$ cat src/source/divConfigPkg.sv
// divider configuration: operand width and the iteration schedule of the restoring divider
package divConfigPkg;

  ////////////////////////////////////////////////////////////////////////////
  // datapath width
  ////////////////////////////////////////////////////////////////////////////

  // operand width in bits, one machine word of the execute stage
  localparam int xlen = 32;

  ////////////////////////////////////////////////////////////////////////////
  // iteration schedule
  ////////////////////////////////////////////////////////////////////////////

  // quotient bits retired per clock, one chained restoring step per bit
  localparam int stepsPerCycle = 2;

  // number of clocks spent iterating once the operands are loaded
  localparam int iterCycles = xlen / stepsPerCycle;

  // the counter must be able to hold iterCycles itself, since finish is
  // raised on the edge where the count reaches that value
  localparam int stepCountBits = $clog2(iterCycles + 1);

endpackage
$ cat src/source/divOpPkg.sv
// divider operation encoding and the packed structs that carry requests and operands
package divOpPkg;

  import divConfigPkg::*;

  ////////////////////////////////////////////////////////////////////////////
  // operation encoding
  ////////////////////////////////////////////////////////////////////////////

  // low two bits of the M-extension funct3 for the divide group, so bit 0
  // marks an unsigned op and bit 1 marks a remainder op
  typedef enum logic [1:0] {
    DIV  = 2'b00,
    DIVU = 2'b01,
    REM  = 2'b10,
    REMU = 2'b11
  } divOp;

  ////////////////////////////////////////////////////////////////////////////
  // structs passed between blocks
  ////////////////////////////////////////////////////////////////////////////

  // request as presented by the execute stage, sampled together with start
  typedef struct packed {
    divOp            op;
    logic [xlen-1:0] dividend;
    logic [xlen-1:0] divisor;
  } divRequest;

  // prepared operands, held stable from the start edge until the result is taken
  typedef struct packed {
    logic [xlen-1:0] absDividend;
    logic [xlen-1:0] absDivisor;
    // dividend exactly as given, returned as the remainder on divide by zero
    logic [xlen-1:0] rawDividend;
    logic            negQuotient;
    logic            negRemainder;
    logic            divByZero;
    logic            wantRemainder;
  } divOperands;

endpackage

$ cat src/source/intDivider.sv
// iterative integer divider for the execute stage: DIV, DIVU, REM and REMU
`timescale 1ns/10ps

module intDivider (
  input  logic                          clk,
  input  logic                          reset,
  input  logic                          start,
  input  logic                          flush,
  input  divOpPkg::divRequest           request,
  output logic                          busy,
  output logic                          done,
  output logic [divConfigPkg::xlen-1:0] result
);

  import divConfigPkg::*;
  import divOpPkg::*;

  divOperands      operands;
  logic            load;
  logic            zeroDone;
  logic            finish;
  logic [xlen-1:0] partialRemainder;
  logic [xlen-1:0] quotient;

  // operands are captured on start and stay valid until the next accepted start
  divOperandPrep u_prep (
    .clk      (clk),
    .reset    (reset),
    .start    (start),
    .flush    (flush),
    .request  (request),
    .busy     (busy),
    .operands (operands),
    .load     (load),
    .zeroDone (zeroDone)
  );

  divIterator u_iter (
    .clk              (clk),
    .reset            (reset),
    .flush            (flush),
    .load             (load),
    .operands         (operands),
    .partialRemainder (partialRemainder),
    .quotient         (quotient),
    .busy             (busy),
    .finish           (finish)
  );

  // a zero divisor bypasses the iterator and reaches the fixer one cycle after start
  divResultFix u_fix (
    .clk              (clk),
    .reset            (reset),
    .operands         (operands),
    .partialRemainder (partialRemainder),
    .quotient         (quotient),
    .finish           (finish),
    .zeroDone         (zeroDone),
    .result           (result),
    .done             (done)
  );

endmodule

$ cat src/source/divResultFix.sv
// divider result stage: sign correction, divide-by-zero values and the held result register
`timescale 1ns/10ps

module divResultFix (
  input  logic                          clk,
  input  logic                          reset,
  input  divOpPkg::divOperands          operands,
  input  logic [divConfigPkg::xlen-1:0] partialRemainder,
  input  logic [divConfigPkg::xlen-1:0] quotient,
  input  logic                          finish,
  input  logic                          zeroDone,
  output logic [divConfigPkg::xlen-1:0] result,
  output logic                          done
);

  import divConfigPkg::*;

  logic [xlen-1:0] quotientFixed;
  logic [xlen-1:0] remainderFixed;
  logic [xlen-1:0] selected;
  logic            capture;

  ////////////////////////////////////////////////////////////////////////////
  // correction and selection
  ////////////////////////////////////////////////////////////////////////////

  // divide by zero returns all ones as quotient, whatever the signs were
  assign quotientFixed = operands.divByZero ? '1 :
                         operands.negQuotient ? -quotient : quotient;

  // and hands back the untouched dividend as remainder
  assign remainderFixed = operands.divByZero ? operands.rawDividend :
                          operands.negRemainder ? -partialRemainder : partialRemainder;

  assign selected = operands.wantRemainder ? remainderFixed : quotientFixed;

  ////////////////////////////////////////////////////////////////////////////
  // result register
  ////////////////////////////////////////////////////////////////////////////

  // finish and zeroDone never overlap, since busy blocks a start while iterating
  assign capture = finish | zeroDone;

  // result stays put between captures, the consumer reads it after done
  always_ff @(posedge clk) begin
    if (reset) begin
      result <= '0;
      done <= 1'b0;
    end else begin
      done <= capture;
      if (capture) begin
        result <= selected;
      end
    end
  end

endmodule

$ cat src/source/divIterator.sv
// divider iteration engine: remainder and quotient registers driven through two chained steps
`timescale 1ns/10ps

module divIterator (
  input  logic                          clk,
  input  logic                          reset,
  input  logic                          flush,
  input  logic                          load,
  input  divOpPkg::divOperands          operands,
  output logic [divConfigPkg::xlen-1:0] partialRemainder,
  output logic [divConfigPkg::xlen-1:0] quotient,
  output logic                          busy,
  output logic                          finish
);

  import divConfigPkg::*;

  logic                     running;
  logic                     finishPending;
  logic                     advance;
  logic [stepCountBits-1:0] stepCount;
  logic [stepCountBits-1:0] nextCount;
  logic [xlen-1:0]          partialSeed;
  logic [xlen-1:0]          quotientSeed;
  logic [xlen-1:0]          divisorInv;
  logic [xlen-1:0]          partialMid;
  logic [xlen-1:0]          quotientMid;
  logic [xlen-1:0]          partialNext;
  logic [xlen-1:0]          quotientNext;

  ////////////////////////////////////////////////////////////////////////////
  // datapath
  ////////////////////////////////////////////////////////////////////////////

  // the first iteration starts from a cleared remainder and the dividend
  // magnitude, later ones feed the registers back into the chain
  assign partialSeed = load ? '0 : partialRemainder;
  assign quotientSeed = load ? operands.absDividend : quotient;
  assign divisorInv = ~operands.absDivisor;

  divRestoringStep u_step0 (
    .partialIn   (partialSeed),
    .quotientIn  (quotientSeed),
    .divisorInv  (divisorInv),
    .partialOut  (partialMid),
    .quotientOut (quotientMid)
  );

  divRestoringStep u_step1 (
    .partialIn   (partialMid),
    .quotientIn  (quotientMid),
    .divisorInv  (divisorInv),
    .partialOut  (partialNext),
    .quotientOut (quotientNext)
  );

  // registers hold during the finish cycle so the fixer samples the final values
  always_ff @(posedge clk) begin
    if (advance) begin
      partialRemainder <= partialNext;
      quotient <= quotientNext;
    end
  end

  ////////////////////////////////////////////////////////////////////////////
  // step counter and control
  ////////////////////////////////////////////////////////////////////////////

  assign advance = load | (running & ~finishPending);

  // the load edge already performs the first iteration, so the count starts at one
  assign nextCount = load ? stepCountBits'(1) : stepCount + 1'b1;

  always_ff @(posedge clk) begin
    if (reset) begin
      running <= 1'b0;
      finishPending <= 1'b0;
      stepCount <= '0;
    end else if (flush) begin
      // abort whatever is in flight, the fixer never sees a finish
      running <= 1'b0;
      finishPending <= 1'b0;
      stepCount <= '0;
    end else if (finishPending) begin
      running <= 1'b0;
      finishPending <= 1'b0;
      stepCount <= '0;
    end else if (advance) begin
      running <= 1'b1;
      stepCount <= nextCount;
      finishPending <= (nextCount == stepCountBits'(iterCycles));
    end
  end

  // busy covers the load cycle too, so start is refused right after acceptance
  assign busy = load | running;

  // a flush arriving in the finish cycle still suppresses the result
  assign finish = finishPending & ~flush;

endmodule

$ cat src/source/divOperandPrep.sv
// divider operand preparation: captures a request, takes absolute values and flags signs
`timescale 1ns/10ps

module divOperandPrep (
  input  logic                   clk,
  input  logic                   reset,
  input  logic                   start,
  input  logic                   flush,
  input  divOpPkg::divRequest    request,
  input  logic                   busy,
  output divOpPkg::divOperands   operands,
  output logic                   load,
  output logic                   zeroDone
);

  import divConfigPkg::*;
  import divOpPkg::*;

  logic            accept;
  logic            isSigned;
  logic            dividendNeg;
  logic            divisorNeg;
  logic            divisorZero;
  divOperands      nextOperands;

  // a new request is taken only while the iterator is idle
  assign accept = start & ~busy & ~flush;

  ////////////////////////////////////////////////////////////////////////////
  // operation decode and sign handling
  ////////////////////////////////////////////////////////////////////////////

  assign isSigned = (request.op == DIV) | (request.op == REM);

  // sign bits only count for the signed ops, unsigned values pass as they are
  assign dividendNeg = isSigned & request.dividend[xlen-1];
  assign divisorNeg = isSigned & request.divisor[xlen-1];
  assign divisorZero = (request.divisor == '0);

  always_comb begin
    // the most negative value negates to itself, which is its correct unsigned magnitude
    nextOperands.absDividend = dividendNeg ? -request.dividend : request.dividend;
    nextOperands.absDivisor = divisorNeg ? -request.divisor : request.divisor;
    nextOperands.rawDividend = request.dividend;
    // quotient is negative when exactly one operand is negative
    nextOperands.negQuotient = dividendNeg ^ divisorNeg;
    // truncating division gives the remainder the sign of the dividend
    nextOperands.negRemainder = dividendNeg;
    nextOperands.divByZero = divisorZero;
    nextOperands.wantRemainder = (request.op == REM) | (request.op == REMU);
  end

  ////////////////////////////////////////////////////////////////////////////
  // operand register and next-cycle strobes
  ////////////////////////////////////////////////////////////////////////////

  always_ff @(posedge clk) begin
    if (accept) begin
      operands <= nextOperands;
    end
  end

  // exactly one of load or zeroDone pulses in the cycle after an accepted start
  always_ff @(posedge clk) begin
    if (reset) begin
      load <= 1'b0;
      zeroDone <= 1'b0;
    end else begin
      load <= accept & ~divisorZero;
      zeroDone <= accept & divisorZero;
    end
  end

endmodule

$ cat src/source/divRestoringStep.sv
// one restoring division step: shift in a dividend bit, trial subtract, restore on borrow
`timescale 1ns/10ps

module divRestoringStep (
  input  logic [divConfigPkg::xlen-1:0] partialIn,
  input  logic [divConfigPkg::xlen-1:0] quotientIn,
  input  logic [divConfigPkg::xlen-1:0] divisorInv,
  output logic [divConfigPkg::xlen-1:0] partialOut,
  output logic [divConfigPkg::xlen-1:0] quotientOut
);

  import divConfigPkg::*;

  logic [xlen-1:0] shifted;
  logic [xlen-1:0] difference;
  logic            quotientBit;

  // the partial remainder stays below 2^(xlen-1) until the last shift, so its
  // top bit is always zero and dropping it loses nothing
  assign shifted = {partialIn[xlen-2:0], quotientIn[xlen-1]};

  // adding the inverted divisor plus one subtracts it, and the carry out is
  // set exactly when the shifted value is not below the divisor
  assign {quotientBit, difference} = {1'b0, shifted} + {1'b0, divisorInv} + 1'b1;

  // keep the difference on success, otherwise fall back to the shifted value
  assign partialOut = quotientBit ? difference : shifted;

  // dividend bits leave from the top while quotient bits enter at the bottom
  assign quotientOut = {quotientIn[xlen-2:0], quotientBit};

endmodule

$ cat config.mk
export PLATFORM = sky130hd
export DESIGN_NAME = intDivider
export DESIGN_NICKNAME = d
export VERILOG_FILES = /design/src/source/divConfigPkg.sv /design/src/source/divOpPkg.sv /design/src/source/intDivider.sv /design/src/source/divResultFix.sv /design/src/source/divIterator.sv /design/src/source/divOperandPrep.sv /design/src/source/divRestoringStep.sv
export SDC_FILE = /design/constraint.sdc
export NUM_CORES = 1
export LEC_CHECK = 0
export BUFFER_PORTS_ARGS = -buffer_cell sky130_fd_sc_hd__buf_4
export CORE_MARGIN = 3
export CORE_UTILIZATION = 60
export DETAILED_ROUTE_END_ITERATION = 8
export PLACE_DENSITY = 0.81
export SYNTH_ARGS = -nofsm -noshare
export SYNTH_HDL_FRONTEND = slang
export SYNTH_SLANG_ARGS = --single-unit
$ cat constraint.sdc
create_clock -name clk -period 30.1 [get_ports clk]
set_clock_uncertainty 0.2 [all_clocks]
set_input_delay 4.515 -clock clk [delete_from_list [all_inputs] [get_ports clk]]
set_output_delay 4.515 -clock clk [all_outputs]
set_load 0.01 [all_outputs]
== Word-level counts from Yosys, hierarchy flattened ==
Index checks and enable logic that the tools add are counted.
Storage, ports and cells
  output and inout port bits: 34
  flip-flop bits (word level): 206
Cells by class
  reduce and logical (&&, ||, !) cells: 4
  add/subtract/negate cells: 9
  equal/unequal tests: 3
  muxes and demuxes: 12
  bitwise gates (word level): 20
Operators by type and width (number)
  $mux W32: 9
  $neg A32 Y32: 4
  $add A32 B32 Y33: 2
  $add A33 B1 Y33 const B: 2
  $mux W31: 2
  $logic_not A32 Y1: 1
  $not A32 Y32: 1
  $and A1 B1 Y1: 8
  $add A5 B1 Y5 const B: 1
  $eq A5 B5 Y1 const B: 1
  $mux W5: 1
  $not A1 Y1: 5
  $or A1 B1 Y1: 5
  $eq A2 B2 Y1 const B: 2
  $reduce_or A4 Y1: 1
  $reduce_or A3 Y1: 1
  $logic_not A2 Y1: 1
  $xor A1 B1 Y1: 1

== Logic depth before layout (Yosys ltp) ==
  word-level depth: 7
  mapped depth: 29
  depth with buffers taken out: 23

== Modules after synthesis ==
From an unflattened synthesis, not the netlist that was laid out.
Second synthesis, totals
  cells, all modules: 1651
  area total of the unflattened synthesis: 15367.2 µm²
By module, submodules not included
  divOperandPrep: seq. area each 3012.9 µm², area an instance 4423.0 µm², cells each 310, instances 1
  divResultFix: seq. area each 660.6 µm², area an instance 3166.8 µm², cells each 430, instances 1
  divIterator: seq. area each 2062.0 µm², area an instance 2965.3 µm², cells each 203, instances 1
  divRestoringStep at u_iter.u_step0: seq. area each 0.0 µm², area an instance 2456.1 µm², cells each 360, instances 1
  divRestoringStep at u_iter.u_step1: seq. area each 0.0 µm², area an instance 2356.0 µm², cells each 348, instances 1

== Least setup slack after synthesis ==
OpenSTA, ideal clock, no wires.
  path kind: in2reg
  from: input flush
  to: register u_prep.zeroDone
  slack: 17.402 ns
  stages: 3
  data arrival time: 12.383 ns
  buffers on the path: 0
  cells stage by stage: nor3b_1 -> nand2b_1 -> nor4_1
On the way
  word-level cells in the longest chain between the ends: 3
Ends and longest elaborated chain
  from (decl): RTL line intDivider.sv:8  | input logic flush,
  $not A1 Y1: RTL line divOperandPrep.sv:27  | assign accept = start & ~busy & ~flush;
  $and A1 B1 Y1: RTL line divOperandPrep.sv:27
  $and A1 B1 Y1: RTL line divOperandPrep.sv:70  | zeroDone <= accept & divisorZero;
  to (signal assigned): RTL line divOperandPrep.sv:70
  to (decl): RTL line divOperandPrep.sv:13  | output logic zeroDone
No other way between the ends.
A chain may end at the register's enable or synchronous reset.

== Worst setup path after layout ==
  from: register u_prep.load
  to: register u_iter.partialRemainder[14] (netlist bit) (data pin)
On the way
  word-level cells in the longest chain between the ends: 7
  elaborated cells between the ends (all ways): 8
Ends and longest elaborated chain
  from (decl): RTL line divOperandPrep.sv:12  | output logic load,
  from (signal assigned): RTL line divOperandPrep.sv:69  | load <= accept & ~divisorZero;
  $mux W32 / $mux W31 (equally long branches): RTL line divIterator.sv:38, divIterator.sv:37
  $add A32 B32 Y33: RTL line divRestoringStep.sv:24  | assign {quotientBit, difference} = {1'b0, shifted} + {1'b0, divisorInv} + 1'b1;
  $add A33 B1 Y33: RTL line divRestoringStep.sv:24
  $mux W31: RTL line divRestoringStep.sv:27  | assign partialOut = quotientBit ? difference : shifted;
  $add A32 B32 Y33: RTL line divRestoringStep.sv:24
  $add A33 B1 Y33: RTL line divRestoringStep.sv:24
  $mux W32 (*): RTL line divRestoringStep.sv:27
  via u_iter.partialNext[14]: RTL line divIterator.sv:28  | logic [xlen-1:0] partialNext;
  to (signal assigned): RTL line divIterator.sv:60  | partialRemainder <= partialNext;
  to (decl): RTL line divIterator.sv:10  | output logic [divConfigPkg::xlen-1:0] partialRemainder,
Mark *: on every way through the listed nets, which the timed path passes. The rest lies on a longest branch.

==> qor.log <==
[critical_path] Critical R2R Launch u_prep.load$_SDFF_PP0_
[grt] combined global-route utilization of all metal layers 30.36%
[final_layout] area growth from synthesis to layout 11.65%
[yosys] cell types occupying the most area after synthesis edfxtp_1 (33%), dfxtp_1 (5.7%), ha_1 (5.5%)
[critical_path] Critical Setup Path Class reg -> reg
[critical_path] Critical Path Sink u_iter.partialRemainder[14]$_DFFE_PN_
[final_layout] final core utilization 68.98%
[critical_path] Setup crit start u_prep.load$_SDFF_PP0_
[cts] cell at the root of the clock tree clkbuf_16
[yosys] Main synth FF type edfxtp_1
[floorplan] I/O pin cnt 104
[floorplan] Core Area 23750 um2
[yosys] number of different library cells in the post-synthesis netlist 93
[cts] CTS Buffer Depth 3
[route] via count normalized by instance count 6.509
[yosys] Synth Cell Area 14680 um2
[grt] first-pass GRT wire length 63920 um
[timing] setup repair after global routing missed its margin false
[pwr] Power Dens Cells 59.42 nW/um2
[timing] final hold viol count 0
[critical_path] crit start category flip-flop
[final_layout] antenna cells 0
[timing] count of endpoints failing setup in the final report 0
[critical_path] Worst Reg2Reg Path Length in Cells 24
[yosys] synth warn 0
[floorplan] width of the die 162.4 um
[final_layout] area of all placed cells without fillers 16390 um2
[placement] buffers added on ports 103
[timing] Max-Slew Margin vs Limit 30.06%
[floorplan] Std-Cell Rows 56
[grt] number of antenna violations at the first check in global routing 1
[cts] clock input transition at the sequential cells of the worst setup and hold paths 0.06 ns
[route] Avg WL per Cell 21.13 um
[run_status] run status complete, no violations
[cts] # hold bufs at CTS 0
[critical_path] Arrival @ worst endpoint 7.73 ns
[route] Iter 0 DRT Violations 1348
[critical_path] ordered list of cells on the worst path buf_4 > mux2i_1 > ha_1 > inv_1 > ha_1 > a21boi_0 > nand4bb_1 > a311oi_4 > o2111ai_2 > a31oi_4 > nor2_4 > inv_4 > mux2_2 > ha_1 > and4_1 > nand2_1 > a211oi_1 > o21ai_1 > a211oi_1 > o211ai_1 > a21oi_1 > nor2_2 > inv_2 > mux2_2
[timing] smallest hold slack 0.2369 ns
[final_layout] # nets final 1750
[critical_path] Worst Path Required 30.15 ns
[cts] # clock sinks 205
[job] number of maximum-capacitance constraint violations 0
[final_layout] filler cell count in the final layout 1870
[min_path] Hold Path Class reg -> reg
[floorplan] Die Y 162.4 um
[floorplan] initial cell density of the core 61.78%
[floorplan] area enclosed by the die boundary 26370 um2
[route] drc violations 0
[cts] CTS tree done
[placement] DP HPWL 30320 um
[cts] number of resized instances in the post-cts repair step 0
[yosys] net count after synthesis 1670
[yosys] fraction of synthesized cell area taken by the top area cell type 33.35%
[timing] pins over their slew limit 0
[yosys] area leader, netlist edfxtp_1
[yosys] flop and latch count out of synthesis 205
[grt] pin count of the biggest net entering global routing 80
[critical_path] largest fanout on the critical path 79
[critical_path] worst setup slack for register-to-register paths 22.42 ns
[critical_path] critical path endpoint category flip-flop
[critical_path] cell at the slowest stage of the critical path buf_4
[cts] Post-CTS Setup Inserts 0
[yosys] synthesized netlist cell count 1534
[route] sum of routed wire length over all layers 41200 um
[yosys] Synth Area per Inst 9.567 um2
[yosys] Post-synth ARST share 0%
[yosys] number of enable flip-flop cells after synthesis 163
[yosys] sequential-to-total area share from yosys stat 39.08%
[cts] TritonCTS Buffers 23
[timing] post-route fraction of the period consumed by the critical path 25.51%
[final_layout] fraction of final layout cells sized beyond drive strength 1 15.14%
[critical_path] Crit Reg-Reg Endpoint u_iter.partialRemainder[14]$_DFFE_PN_
[pwr] worst vdd ir 0.04846 mV
[grt] global route total overflow 0
[placement] total cell area at the placement stage 15660 um2
[route] Antenna Nets Post-Route 0
[route] first-pass iteration count of the detailed router 8
[grt] via count of the first global-routing pass 11920
[timing] Setup TNS Final 0 ns
[critical_path] cell repeated most along the worst path ha_1
[placement] global placement routability congestion 0.9298
[critical_path] peak per-stage delay on the critical path 0.74 ns
[route] via count 12690
[timing] achievable frequency 130.2 MHz
[pwr] leak pwr 6.210 nW
[cts] later-pin clock latency in the skew report 0.52 ns
[cts] depth of the CTS H-tree 1
[timing] Tmin final 7.679 ns
[timing] slew at the pin with the worst max-slew slack 1.049 ns
sequential cells by signal, summed over array words and instances (netlist names):
register / flops
u_iter.partialRemainder: 32
u_prep.operands: 99
u_iter.quotient: 32
u_fix.done: 1
u_iter.running: 1
u_iter.stepCount: 5
u_prep.zeroDone: 1
u_prep.load: 1
u_iter.finishPending: 1
u_fix.result: 32
cells in the final DEF (no fill, tap or decap), types with 36 or more instances in the layout:
cell type and instances:
edfxtp_1 163, o21ai_0 95, o31ai_1 36, xnor2_1 89, a21oi_1 119, nor2_1 98, dfxtp_1 41, nor3_1 41
xor2_1 83, nand2_1 112, nor2b_1 44, buf_4 113, inv_1 65, mux2_2 61, ha_1 65
per-stage QoR:
stage / cells / power, mW / worst slack [ns]
3_3_place_gp: 1908 / 0.6877 / 22.55
3_5_place_dp: 1908 / 0.6960 / 22.47
5_1_grt: 1950 / 1.018 / 22.01
2_1_floorplan: 1534 / 0.6171 / 17.40
6_report: 1950 / 0.9737 / 22.42
4_1_cts: 1950 / 0.9674 / 22.56
synthesized netlist by cell type, drive strengths merged (4+ instances only):
cell type  count
edfxtp       163
a21oi        125
nand2        112
nor2         101
o21ai         98
xnor2         89
xor2          83
inv           68
ha            65
mux2          63
nor2b         46
clkbuf        45
dfxtp         42
nor3          41
o31ai         36
nand2b        32
a21o          24
or3           22
a211oi        19
o221ai        19
mux2i         18
nand3         17
and2          14
buf           13
a31oi         12
nor4          12
nand4         11
o41ai         11
o21a          10
a22o           9
or2            9
or4            9
and3           8
nor3b          8
a311oi         7
o211ai         7
o21bai         7
o31a           5
a21boi         4
a221oi         4
a31o           4
power breakdown:
group	internal, mW	switching, mW	total [mW]
sequential	0.334	0.0177	0.352
combinational	0.152	0.197	0.350
clock	0.156	0.116	0.272
total	0.643	0.331	0.974
layout make-up:
cell class / count / area (um2) / share of cell area, %
Multi-Input combinational cell: 1203 / 8421 / 51.39
Sequential cell: 205 / 5737 / 35.01
Timing Repair Buffer: 113 / 848.3 / 5.177
Clock buffer: 31 / 626.9 / 3.826
Tap cell: 319 / 399.1 / 2.436
Inverter: 68 / 257.7 / 1.573
Clock inverter: 11 / 96.34 / 0.5880
cells by family after synthesis:
logic type / share of synthesized area (%)
adders and majority gates: 5.746
DFF: 39.08
muxes: 6.062
AOI/OAI and AO/OA: 19.34
buffers and inverters: 3.572
xor gates and xnor gates: 10.27
and+or+nand+nor: 15.93
worst min-delay path by stage:
stage	from	endpoint	slack (ns)	depth (start not counted)
2_1_floorplan	u_fix.result[16]$_SDFFE_PP0P_	u_fix.result[16]$_SDFFE_PP0P_	0.26	2
3_3_place_gp	u_fix.result[16]$_SDFFE_PP0P_	u_fix.result[16]$_SDFFE_PP0P_	0.23	2
3_5_place_dp	u_fix.result[16]$_SDFFE_PP0P_	u_fix.result[16]$_SDFFE_PP0P_	0.23	2
4_1_cts	u_fix.result[16]$_SDFFE_PP0P_	u_fix.result[16]$_SDFFE_PP0P_	0.24	2
5_1_grt	u_fix.result[25]$_SDFFE_PP0P_	u_fix.result[25]$_SDFFE_PP0P_	0.27	2
6_report	u_fix.result[16]$_SDFFE_PP0P_	u_fix.result[16]$_SDFFE_PP0P_	0.24	2
routing by layer:
layer  track usage [%]  vias up  share of wire (%)
met5                 0        -                  0
met4             10.90        0                3.6
met3             4.425       92                8.9
met2             48.76      656                 46
met1             42.13     6077                 42
li1                  -     5867                  -
worst max-delay path, delay by kind of cell, from the launching register on:
kind	cells	cell delay (ns)
compound gates	9	2.33
fa+ha+maj	3	0.85
buf+inv	4	1.69
flops	1	0.31
mux	3	1.06
simple gates	5	0.90
Note: power is estimated with default switching activity, not from simulation.
